### config.mk
export PLATFORM = sky130hd
export DESIGN_NAME = hsid_top
export DESIGN_NICKNAME = d
export VERILOG_FILES = /design/src/common/hsid_pkg.sv /design/src/hdl/hsid_x_top_fsm.sv /design/src/obi_reader/hsid_obi_reader.sv /design/src/hdl/hsid_mse_unit.sv /design/src/hdl/hsid_top.sv
export SDC_FILE = /design/constraint.sdc
export NUM_CORES = 2
export LEC_CHECK = 0
export BUFFER_PORTS_ARGS = -buffer_cell sky130_fd_sc_hd__buf_2
export CORE_UTILIZATION = 60
export CTS_CLUSTER_DIAMETER = 60
export DETAILED_ROUTE_END_ITERATION = 8
export PLACE_DENSITY = 0.78
export SETUP_SLACK_MARGIN = 0.4
export SLEW_MARGIN = 20
export SYNTH_ARGS = -nofsm -noshare
export SYNTH_HDL_FRONTEND = slang
export SYNTH_HIERARCHICAL = 1
export SYNTH_SLANG_ARGS = --single-unit
### constraint.sdc
create_clock -name clk -period 39.7 [get_ports clk]
set_input_delay 3.97 -clock clk [delete_from_list [all_inputs] [get_ports clk]]
set_output_delay 3.97 -clock clk [all_outputs]
set_load 0.005 [all_outputs]
### src/common/hsid_pkg.sv
package hsid_pkg;

  // Bus and sample widths
  localparam int HSID_WORD_WIDTH = 32;  // One OBI data word
  localparam int HSID_DATA_WIDTH = 16;  // One band sample, two per word

  // Default sizes for the configuration ports
  localparam int HSID_HSP_BANDS_WIDTH = 7;  // Band count, up to 64 bands
  localparam int HSID_HSP_LIBRARY_WIDTH = 12;  // Library entries and burst words

  // Sum of up to 64 squared 17-bit differences fits with margin
  localparam int HSID_MSE_WIDTH = 40;

  // Control FSM, one burst for the captured pixel and one for the library
  typedef enum logic [2:0] {
    OR_IDLE,
    START_READ_CAPTURED,  // Load captured address and length
    READ_CAPTURED,
    START_READ_LIBRARY,  // Load library address and length
    READ_LIBRARY
  } hsid_x_obi_read_t;

  // Burst read master
  typedef enum logic [1:0] {
    RD_IDLE,
    RD_REQ,  // Requests still to be granted
    RD_WAIT_LAST  // All granted, waiting for rvalid
  } hsid_obi_rd_state_t;

endpackage

### src/hdl/hsid_x_top_fsm.sv
`timescale 1ns/1ps

module hsid_x_top_fsm #(
  parameter int WORD_WIDTH = hsid_pkg::HSID_WORD_WIDTH,
  parameter int HSP_BANDS_WIDTH = hsid_pkg::HSID_HSP_BANDS_WIDTH,
  parameter int HSP_LIBRARY_WIDTH = hsid_pkg::HSID_HSP_LIBRARY_WIDTH
) (
  input  logic clk,
  input  logic rst_n,

  input  logic [HSP_BANDS_WIDTH-1:0] pixel_bands,
  input  logic [HSP_LIBRARY_WIDTH-1:0] library_size,
  input  logic [WORD_WIDTH-1:0] captured_pixel_addr,
  input  logic [WORD_WIDTH-1:0] library_pixel_addr,
  input  logic start,

  output logic [WORD_WIDTH-1:0] obi_initial_addr,
  output logic [HSP_LIBRARY_WIDTH-1:0] obi_limit_in,
  output logic obi_start,
  input  logic obi_done,

  output logic library_phase,
  output logic [HSP_BANDS_WIDTH-2:0] words_per_pixel,
  output logic run_start,
  output logic run_end,
  output logic busy,
  output logic error
);

  import hsid_pkg::*;

  localparam int PACK_WIDTH = HSP_BANDS_WIDTH - 1;  // Words per pixel

  hsid_x_obi_read_t state;
  hsid_x_obi_read_t next_state;

  logic bands_ok;
  logic start_ok;
  logic [PACK_WIDTH+HSP_LIBRARY_WIDTH-1:0] library_words;

  // Even, non-zero band count and a non-empty library
  assign bands_ok = (pixel_bands != '0) && !pixel_bands[0] && (library_size != '0);
  assign start_ok = start && (state == OR_IDLE) && bands_ok;
  assign library_words = words_per_pixel * library_size;

  assign library_phase = (state == START_READ_LIBRARY) || (state == READ_LIBRARY);
  assign run_end = (state == READ_LIBRARY) && obi_done;
  assign busy = (state != OR_IDLE);

  always_comb begin
    next_state = state;
    case (state)
      OR_IDLE:             if (start_ok) next_state = START_READ_CAPTURED;
      START_READ_CAPTURED: next_state = READ_CAPTURED;
      READ_CAPTURED:       if (obi_done) next_state = START_READ_LIBRARY;
      START_READ_LIBRARY:  next_state = READ_LIBRARY;
      READ_LIBRARY:        if (obi_done) next_state = OR_IDLE;
      default:             next_state = OR_IDLE;
    endcase
  end

  always_ff @(posedge clk or negedge rst_n) begin
    if (!rst_n) begin
      state <= OR_IDLE;
      obi_start <= 1'b0;
      run_start <= 1'b0;
      error <= 1'b0;
    end else begin
      state <= next_state;
      obi_start <= (state == START_READ_CAPTURED) || (state == START_READ_LIBRARY);  // One pulse
      run_start <= start_ok;
      error <= start && (state == OR_IDLE) && !bands_ok;  // Ignored while busy
    end
  end

  // Burst setup, loaded in the two START states
  always_ff @(posedge clk) begin
    if (start_ok) begin
      words_per_pixel <= pixel_bands[HSP_BANDS_WIDTH-1:1];  // Two bands per word
    end
    if (state == START_READ_CAPTURED) begin
      obi_initial_addr <= captured_pixel_addr;
      obi_limit_in <= {{(HSP_LIBRARY_WIDTH-PACK_WIDTH){1'b0}}, words_per_pixel};
    end else if (state == START_READ_LIBRARY) begin
      obi_initial_addr <= library_pixel_addr;
      obi_limit_in <= library_words[HSP_LIBRARY_WIDTH-1:0];  // Whole library in one burst
    end
  end

endmodule

### src/obi_reader/hsid_obi_reader.sv
`timescale 1ns/1ps

module hsid_obi_reader #(
  parameter int WORD_WIDTH = hsid_pkg::HSID_WORD_WIDTH,
  parameter int HSP_LIBRARY_WIDTH = hsid_pkg::HSID_HSP_LIBRARY_WIDTH
) (
  input  logic clk,
  input  logic rst_n,

  input  logic [WORD_WIDTH-1:0] obi_initial_addr,
  input  logic [HSP_LIBRARY_WIDTH-1:0] obi_limit_in,
  input  logic obi_start,

  output logic obi_req,
  output logic [WORD_WIDTH-1:0] obi_addr,
  input  logic obi_gnt,
  input  logic obi_rvalid,
  input  logic [WORD_WIDTH-1:0] obi_rdata,

  output logic obi_done,
  output logic word_valid,
  output logic [WORD_WIDTH-1:0] word_data
);

  import hsid_pkg::*;

  localparam logic [WORD_WIDTH-1:0] ADDR_STEP = WORD_WIDTH / 8;  // Bytes per word
  localparam logic [HSP_LIBRARY_WIDTH-1:0] CNT_ONE = 1;

  hsid_obi_rd_state_t state;

  logic [HSP_LIBRARY_WIDTH-1:0] limit;
  logic [HSP_LIBRARY_WIDTH-1:0] gnt_cnt;  // Requests granted so far
  logic [HSP_LIBRARY_WIDTH-1:0] rcv_cnt;  // Responses returned so far
  logic last_gnt;
  logic last_rcv;

  assign obi_req = (state == RD_REQ);
  assign last_gnt = obi_gnt && (gnt_cnt + CNT_ONE == limit);
  assign last_rcv = word_valid && (rcv_cnt + CNT_ONE == limit);

  // Responses arrive in grant order, so data passes straight on
  assign word_valid = obi_rvalid && (state != RD_IDLE);
  assign word_data = obi_rdata;

  always_ff @(posedge clk or negedge rst_n) begin
    if (!rst_n) begin
      state <= RD_IDLE;
      gnt_cnt <= '0;
      rcv_cnt <= '0;
      obi_done <= 1'b0;
    end else begin
      obi_done <= 1'b0;
      if (word_valid) rcv_cnt <= rcv_cnt + CNT_ONE;
      case (state)
        RD_IDLE: begin
          if (obi_start) begin
            gnt_cnt <= '0;
            rcv_cnt <= '0;
            if (obi_limit_in == '0) obi_done <= 1'b1;  // Empty burst ends at once
            else state <= RD_REQ;
          end
        end
        RD_REQ: begin
          if (obi_gnt) begin
            gnt_cnt <= gnt_cnt + CNT_ONE;
            if (last_gnt) state <= RD_WAIT_LAST;
          end
        end
        RD_WAIT_LAST: begin
          if (last_rcv) begin
            state <= RD_IDLE;
            obi_done <= 1'b1;
          end
        end
        default: state <= RD_IDLE;
      endcase
    end
  end

  always_ff @(posedge clk) begin
    if ((state == RD_IDLE) && obi_start) begin
      obi_addr <= obi_initial_addr;
      limit <= obi_limit_in;
    end else if (obi_req && obi_gnt) begin
      obi_addr <= obi_addr + ADDR_STEP;  // Held until granted
    end
  end

endmodule

### src/hdl/hsid_mse_unit.sv
`timescale 1ns/1ps

module hsid_mse_unit #(
  parameter int WORD_WIDTH = hsid_pkg::HSID_WORD_WIDTH,
  parameter int DATA_WIDTH = hsid_pkg::HSID_DATA_WIDTH,
  parameter int HSP_BANDS_WIDTH = hsid_pkg::HSID_HSP_BANDS_WIDTH,
  parameter int HSP_LIBRARY_WIDTH = hsid_pkg::HSID_HSP_LIBRARY_WIDTH,
  parameter int MSE_WIDTH = hsid_pkg::HSID_MSE_WIDTH
) (
  input  logic clk,
  input  logic rst_n,

  input  logic word_valid,
  input  logic [WORD_WIDTH-1:0] word_data,
  input  logic library_phase,
  input  logic [HSP_BANDS_WIDTH-2:0] words_per_pixel,
  input  logic run_start,
  input  logic run_end,
  input  logic clear,

  output logic result_valid,
  output logic [MSE_WIDTH-1:0] min_mse,
  output logic [HSP_LIBRARY_WIDTH-1:0] min_index
);

  localparam int PACK_WIDTH = HSP_BANDS_WIDTH - 1;
  localparam int BUF_DEPTH = 2 ** (HSP_BANDS_WIDTH - 2);  // 32 words for 64 bands
  localparam int BUF_AW = $clog2(BUF_DEPTH);
  localparam int SQ_WIDTH = 2 * (DATA_WIDTH + 1);  // Square of a 17-bit difference
  localparam logic [PACK_WIDTH-1:0] WCNT_ONE = 1;
  localparam logic [HSP_LIBRARY_WIDTH-1:0] IDX_ONE = 1;

  logic [WORD_WIDTH-1:0] captured_buf [BUF_DEPTH];
  logic [WORD_WIDTH-1:0] ref_word;
  logic [PACK_WIDTH-1:0] word_cnt;  // Word position inside the pixel
  logic [HSP_LIBRARY_WIDTH-1:0] entry_idx;
  logic [MSE_WIDTH-1:0] acc;
  logic [MSE_WIDTH-1:0] acc_next;
  logic [MSE_WIDTH-1:0] entry_sum;
  logic entry_done;
  logic last_word;
  logic signed [DATA_WIDTH:0] diff_lo;
  logic signed [DATA_WIDTH:0] diff_hi;
  logic [SQ_WIDTH-1:0] sq_lo;
  logic [SQ_WIDTH-1:0] sq_hi;

  assign ref_word = captured_buf[word_cnt[BUF_AW-1:0]];
  assign last_word = (word_cnt + WCNT_ONE == words_per_pixel);

  // Unsigned samples, band 2k in the low half
  assign diff_lo = $signed({1'b0, word_data[DATA_WIDTH-1:0]})
                 - $signed({1'b0, ref_word[DATA_WIDTH-1:0]});
  assign diff_hi = $signed({1'b0, word_data[2*DATA_WIDTH-1:DATA_WIDTH]})
                 - $signed({1'b0, ref_word[2*DATA_WIDTH-1:DATA_WIDTH]});
  assign sq_lo = diff_lo * diff_lo;
  assign sq_hi = diff_hi * diff_hi;
  assign acc_next = acc + sq_lo + sq_hi;

  always_ff @(posedge clk) begin
    if (word_valid && !library_phase) captured_buf[word_cnt[BUF_AW-1:0]] <= word_data;
    if (word_valid && library_phase && last_word) entry_sum <= acc_next;
  end

  always_ff @(posedge clk or negedge rst_n) begin
    if (!rst_n) begin
      word_cnt <= '0;
      acc <= '0;
      entry_done <= 1'b0;
      entry_idx <= '0;
      result_valid <= 1'b0;
      min_mse <= '0;
      min_index <= '0;
    end else begin
      entry_done <= word_valid && library_phase && last_word;
      result_valid <= run_end;  // Last entry compares in the run_end cycle
      if (run_start) begin
        word_cnt <= '0;
        acc <= '0;
      end else if (word_valid) begin
        word_cnt <= last_word ? '0 : word_cnt + WCNT_ONE;
        if (library_phase) acc <= last_word ? '0 : acc_next;
      end
      if (clear) begin
        min_mse <= '0;
        min_index <= '0;
      end else if (run_start) begin
        min_mse <= '1;
        min_index <= '0;
        entry_idx <= '0;
      end else if (entry_done) begin
        if (entry_sum < min_mse) begin  // Ties keep the lower index
          min_mse <= entry_sum;
          min_index <= entry_idx;
        end
        entry_idx <= entry_idx + IDX_ONE;
      end
    end
  end

endmodule

### src/hdl/hsid_top.sv
`timescale 1ns/1ps

module hsid_top #(
  parameter int WORD_WIDTH = hsid_pkg::HSID_WORD_WIDTH,
  parameter int DATA_WIDTH = hsid_pkg::HSID_DATA_WIDTH,
  parameter int HSP_BANDS_WIDTH = hsid_pkg::HSID_HSP_BANDS_WIDTH,
  parameter int HSP_LIBRARY_WIDTH = hsid_pkg::HSID_HSP_LIBRARY_WIDTH,
  parameter int MSE_WIDTH = hsid_pkg::HSID_MSE_WIDTH
) (
  input  logic clk,
  input  logic rst_n,

  input  logic [HSP_BANDS_WIDTH-1:0] pixel_bands,
  input  logic [HSP_LIBRARY_WIDTH-1:0] library_size,
  input  logic [WORD_WIDTH-1:0] captured_pixel_addr,
  input  logic [WORD_WIDTH-1:0] library_pixel_addr,
  input  logic start,
  input  logic clear,

  output logic obi_req,
  output logic [WORD_WIDTH-1:0] obi_addr,
  input  logic obi_gnt,
  input  logic obi_rvalid,
  input  logic [WORD_WIDTH-1:0] obi_rdata,

  output logic result_valid,
  output logic [MSE_WIDTH-1:0] min_mse,
  output logic [HSP_LIBRARY_WIDTH-1:0] min_index,
  output logic error,
  output logic busy
);

  logic [WORD_WIDTH-1:0] obi_initial_addr;
  logic [HSP_LIBRARY_WIDTH-1:0] obi_limit_in;  // Burst length in words
  logic obi_start;
  logic obi_done;
  logic word_valid;
  logic [WORD_WIDTH-1:0] word_data;
  logic library_phase;
  logic [HSP_BANDS_WIDTH-2:0] words_per_pixel;
  logic run_start;
  logic run_end;

  hsid_x_top_fsm #(
    .WORD_WIDTH(WORD_WIDTH),
    .HSP_BANDS_WIDTH(HSP_BANDS_WIDTH),
    .HSP_LIBRARY_WIDTH(HSP_LIBRARY_WIDTH)
  ) i_hsid_x_top_fsm (
    .clk(clk),
    .rst_n(rst_n),
    .pixel_bands(pixel_bands),
    .library_size(library_size),
    .captured_pixel_addr(captured_pixel_addr),
    .library_pixel_addr(library_pixel_addr),
    .start(start),
    .obi_initial_addr(obi_initial_addr),
    .obi_limit_in(obi_limit_in),
    .obi_start(obi_start),
    .obi_done(obi_done),
    .library_phase(library_phase),
    .words_per_pixel(words_per_pixel),
    .run_start(run_start),
    .run_end(run_end),
    .busy(busy),
    .error(error)
  );

  hsid_obi_reader #(
    .WORD_WIDTH(WORD_WIDTH),
    .HSP_LIBRARY_WIDTH(HSP_LIBRARY_WIDTH)
  ) i_hsid_obi_reader (
    .clk(clk),
    .rst_n(rst_n),
    .obi_initial_addr(obi_initial_addr),
    .obi_limit_in(obi_limit_in),
    .obi_start(obi_start),
    .obi_req(obi_req),
    .obi_addr(obi_addr),
    .obi_gnt(obi_gnt),
    .obi_rvalid(obi_rvalid),
    .obi_rdata(obi_rdata),
    .obi_done(obi_done),
    .word_valid(word_valid),
    .word_data(word_data)
  );

  hsid_mse_unit #(
    .WORD_WIDTH(WORD_WIDTH),
    .DATA_WIDTH(DATA_WIDTH),
    .HSP_BANDS_WIDTH(HSP_BANDS_WIDTH),
    .HSP_LIBRARY_WIDTH(HSP_LIBRARY_WIDTH),
    .MSE_WIDTH(MSE_WIDTH)
  ) i_hsid_mse_unit (
    .clk(clk),
    .rst_n(rst_n),
    .word_valid(word_valid),
    .word_data(word_data),
    .library_phase(library_phase),
    .words_per_pixel(words_per_pixel),
    .run_start(run_start),
    .run_end(run_end),
    .clear(clear),
    .result_valid(result_valid),
    .min_mse(min_mse),
    .min_index(min_index)
  );

endmodule

==> results.yml <==
cts:
  postCtsHoldBufs: 0
  cts_num_sinks: 1303
  clock_insertion_delay_worst_skew_ns: 0.80
  cts_repair_resized_insts: 0
  path_clk_slew_ns: 0.06
  ctsRootBufferMaster: "sky130_fd_sc_hd__clkbuf_16"
  cts_buffers: 140
  max-clock-path-buffers: 3
  post_cts_buffers: 0
  cts_tree: "done"
  htreeDepth: 4
layout:
  area.growth.synth_to_final_pct: 10.3
  drive_gt1_share_pct: 15.4
  multiInputGateArea_sq_um: 34000
  num-nets-final: 6741
  filler_cells_inserted: 8515
  ff_latch_area_sq_um: 38300
yosys:
  synth_sequential_area_ratio_pct: 50.3
  synth_flop_cell: "sky130_fd_sc_hd__edfxtp_1"
  syn-cell-area_sq_um: 76200
  yosysWarnings: 6
  postSynthAreaPerCell_sq_um: 13.9
  asyncSetResetFlopFracSynth_pct: 11.1
  synthDominantAreaCellType: "sky130_fd_sc_hd__edfxtp_1"
  synth_largest_type_area_fraction_pct: 45.4
  syn_nets: 6515
  synth_top_cells_by_area: "sky130_fd_sc_hd__edfxtp_1 (45%), sky130_fd_sc_hd__fa_1 (16%), sky130_fd_sc_hd__mux4_2 (7.6%)"
  count_of_different_cell_masters_after_synthesis: 92
  edff_count_synth: 1152
  post_synth_inst_count: 5496
  postSynthRegisterBits: 1303
route:
  drt-pass1-iter-count: 8
  route.final.wire_length_mm: 192
  vias: 46290
  remaining_drc_errors: 0
  drt-initial-drc-count: 5126
  met3_length_mm: 18.9
  topRoutingLayerUsed: "met5"
  detailroute.wirelength.met2_mm: 92.4
  route.antenna.remaining_nets: 0
  wire_per_inst_um: 25.7
  m1_wire_length_mm: 71.0
  vias_per_cell: 6.18
sta:
  timing_hold_violations_final: 0
  report.final.slew_viol_count: 0
  transition_time_at_the_pin_with_the_least_slew_margin_ns: 1.31
  grt_setup_unrepaired: "false"
  max-slew-margin-rel_pct: 12.5
  layout_worst_path_cycle_share_pct: 41.4
  worst_skew_ns: 0.0663
  min_period_ns: 16.43
  setup_viol: 0
  fin_hold_ws_ns: 0.454
  fmax_mhz: 60.9
  timing.setup.tns_ns: 0
run:
  max-cap-violations: 0
global_route:
  antenna_found_initial: 10
  number_of_global_route_vias_before_repair: 48570
  grt-ovfl-total: 0
  grt_first_pass_wirelength_mm: 292
  gr-usage-all-layers_pct: 30.9
  largest_net_degree_at_the_start_of_global_routing: 108
critical_path:
  timing.critical_path.from_type: "flip-flop"
  critPathCaptureType: "flip-flop"
  critical_path.max_fanout: 42
  worst-r2r-setup-slack_ns: 23.27
  worst-endpoint-required_ns: 40.35
  cp.arrival_ns: 17.08
  cpMaxStageDelayCell: "sky130_fd_sc_hd__dfrtp_4"
  critPathMaxStageDelay_ns: 0.88
  crit_type: "reg -> reg"
place:
  port_buffers: 208
  globalplace.congestion: 0.933
  hpwlAfterDp_mm: 120
run_status:
  status: "finished clean"
floorplan:
  initial_utilization_pct: 60.6
  io_pins: 209
  die_height_um: 358
  die_x_um: 358
  placementRows: 130
  design.core.area_sq_um: 126000
  design.die.area_sq_um: 128000
min_path:
  worstHoldPathType: "reg -> reg"
==> per-stage QoR <==
step,setup slack (ns),utilization (%),std cells,instance area [sq um]
after detailed placement,23.22,63.1,7230,79400
after floorplan,25.31,-,5496,76200
after CTS,23.21,66.8,7485,84000
after global routing,22.02,66.8,7486,84100
final,23.27,66.9,7488,84100
after global placement,23.57,63.1,7230,79400
==> placed cells by master, fill, tap and decap left out, types with 21 or more instances in the layout <==
master	netlist	final
sky130_fd_sc_hd__a22o_1	72	72
sky130_fd_sc_hd__and2_1	65	64
sky130_fd_sc_hd__buf_4	34	87
sky130_fd_sc_hd__nand3_1	55	55
sky130_fd_sc_hd__fa_1	606	606
sky130_fd_sc_hd__a21oi_1	149	148
sky130_fd_sc_hd__dfrtp_1	145	143
sky130_fd_sc_hd__ha_1	292	292
sky130_fd_sc_hd__mux2_2	37	37
sky130_fd_sc_hd__mux4_2	256	256
sky130_fd_sc_hd__nor2_1	321	286
sky130_fd_sc_hd__nand2_1	320	320
sky130_fd_sc_hd__inv_1	844	843
sky130_fd_sc_hd__clkinv_2	0	21
sky130_fd_sc_hd__nor3_1	30	29
sky130_fd_sc_hd__mux2i_1	55	55
sky130_fd_sc_hd__clkbuf_1	121	23
sky130_fd_sc_hd__xnor2_1	162	161
sky130_fd_sc_hd__a22oi_1	66	66
sky130_fd_sc_hd__buf_2	35	207
sky130_fd_sc_hd__o21ai_0	115	114
sky130_fd_sc_hd__and3_1	62	61
sky130_fd_sc_hd__xor2_1	80	80
sky130_fd_sc_hd__a21o_1	57	57
sky130_fd_sc_hd__edfxtp_1	1152	1152
sky130_fd_sc_hd__clkbuf_16	0	141
sky130_fd_sc_hd__nor2_4	0	36
sky130_fd_sc_hd__a221oi_1	30	30
sky130_fd_sc_hd__clkinv_1	7	28
==> path summary, 6_finish.rpt <==
check / to / cells after the start / startpoint
hold / removal: i_hsid_obi_reader/limit[5] / 0 / i_hsid_x_top_fsm/obi_limit_in[5]
hold reg to reg: i_hsid_obi_reader/limit[5] / 0 / i_hsid_x_top_fsm/obi_limit_in[5]
max in group asynchronous: i_hsid_mse_unit/acc[36] / 3 / rst_n
setup reg to reg: i_hsid_mse_unit/acc[38] / 50 / i_hsid_mse_unit/word_cnt[0]
min in group asynchronous: i_hsid_obi_reader/gnt_cnt[5] / 1 / rst_n
setup / recovery: i_hsid_mse_unit/acc[38] / 50 / i_hsid_mse_unit/word_cnt[0]
==> synth_stat cells, types with 35 or more instances <==
| master | count |
|---|---|
| sky130_fd_sc_hd__xnor2_1 | 162 |
| sky130_fd_sc_hd__a21o_1 | 57 |
| sky130_fd_sc_hd__a22o_1 | 72 |
| sky130_fd_sc_hd__o21ai_0 | 115 |
| sky130_fd_sc_hd__and3_1 | 62 |
| sky130_fd_sc_hd__mux2i_1 | 55 |
| sky130_fd_sc_hd__edfxtp_1 | 1152 |
| sky130_fd_sc_hd__inv_1 | 844 |
| sky130_fd_sc_hd__buf_2 | 35 |
| sky130_fd_sc_hd__a21oi_1 | 149 |
| sky130_fd_sc_hd__a22oi_1 | 66 |
| sky130_fd_sc_hd__ha_1 | 292 |
| sky130_fd_sc_hd__nand3_1 | 55 |
| sky130_fd_sc_hd__fa_1 | 606 |
| sky130_fd_sc_hd__mux2_2 | 37 |
| sky130_fd_sc_hd__mux4_2 | 256 |
| sky130_fd_sc_hd__clkbuf_1 | 121 |
| sky130_fd_sc_hd__dfrtp_1 | 145 |
| sky130_fd_sc_hd__nor2_1 | 321 |
| sky130_fd_sc_hd__xor2_1 | 80 |
| sky130_fd_sc_hd__and2_1 | 65 |
| sky130_fd_sc_hd__nand2_1 | 320 |
==> critical path, delay by kind of cell (launching register included) <==
kind	cells	cell delay, ns
AOI/OAI and AO/OA	22	5.70
adders and majority gates	10	4.44
DFF	1	0.88
xor gates and xnor gates	1	0.11
and+or+nand+nor	6	1.13
buffers and inverters	10	3.31
muxes	1	0.60
==> final cells by class <==
cell class | instances | area share (%)
Clock inverter | 87 | 1.22
Tap cell | 1650 | 2.46
Multi-Input combinational cell | 3125 | 40.5
Sequential cell | 1303 | 45.6
Clock buffer | 168 | 4.37
Inverter | 856 | 3.82
Antenna cell | 3 | 0.00893
Timing Repair Buffer | 296 | 2.05
==> layer usage <==
metal / vias to the layer above / track usage (%)
met5: - / 0
met4: 10 / 14.3
met3: 580 / 6.63
met2: 2521 / 50.2
met1: 23447 / 40.2
li1: 19732 / -
==> logic make-up after synthesis <==
group                    Yosys count  synth area share [%]
adder cells (fa/ha/maj)          898                  20.7
AND/OR/NAND/NOR                  980                  5.93
AO/OA/AOI/OAI                    657                  5.93
flip-flops                      1303                  50.3
XOR/XNOR                         242                  2.78
multiplexers                     348                  8.83
buffers and inverters           1068                  5.51
==> state kept, by name (all words and copies together) (netlist names) <==
signal,count
i_hsid_x_top_fsm/run_start,1
i_hsid_x_top_fsm/obi_initial_addr,32
i_hsid_mse_unit/min_mse,40
i_hsid_obi_reader/state,2
i_hsid_obi_reader/obi_addr,32
i_hsid_x_top_fsm/obi_start,1
i_hsid_mse_unit/entry_done,1
i_hsid_mse_unit/word_cnt,6
i_hsid_x_top_fsm/obi_limit_in,12
i_hsid_mse_unit/min_index,12
i_hsid_x_top_fsm/words_per_pixel,6
i_hsid_mse_unit/entry_idx,12
i_hsid_mse_unit/captured_buf,1024
i_hsid_mse_unit/entry_sum,40
i_hsid_mse_unit/acc,40
i_hsid_obi_reader/obi_done,1
i_hsid_x_top_fsm/state,3
i_hsid_x_top_fsm/error,1
i_hsid_mse_unit/result_valid,1
i_hsid_obi_reader/rcv_cnt,12
i_hsid_obi_reader/gnt_cnt,12
i_hsid_obi_reader/limit,12
Power is not shown: default switching activity piles up to over one toggle a cycle in this logic, so the estimate is an artifact.
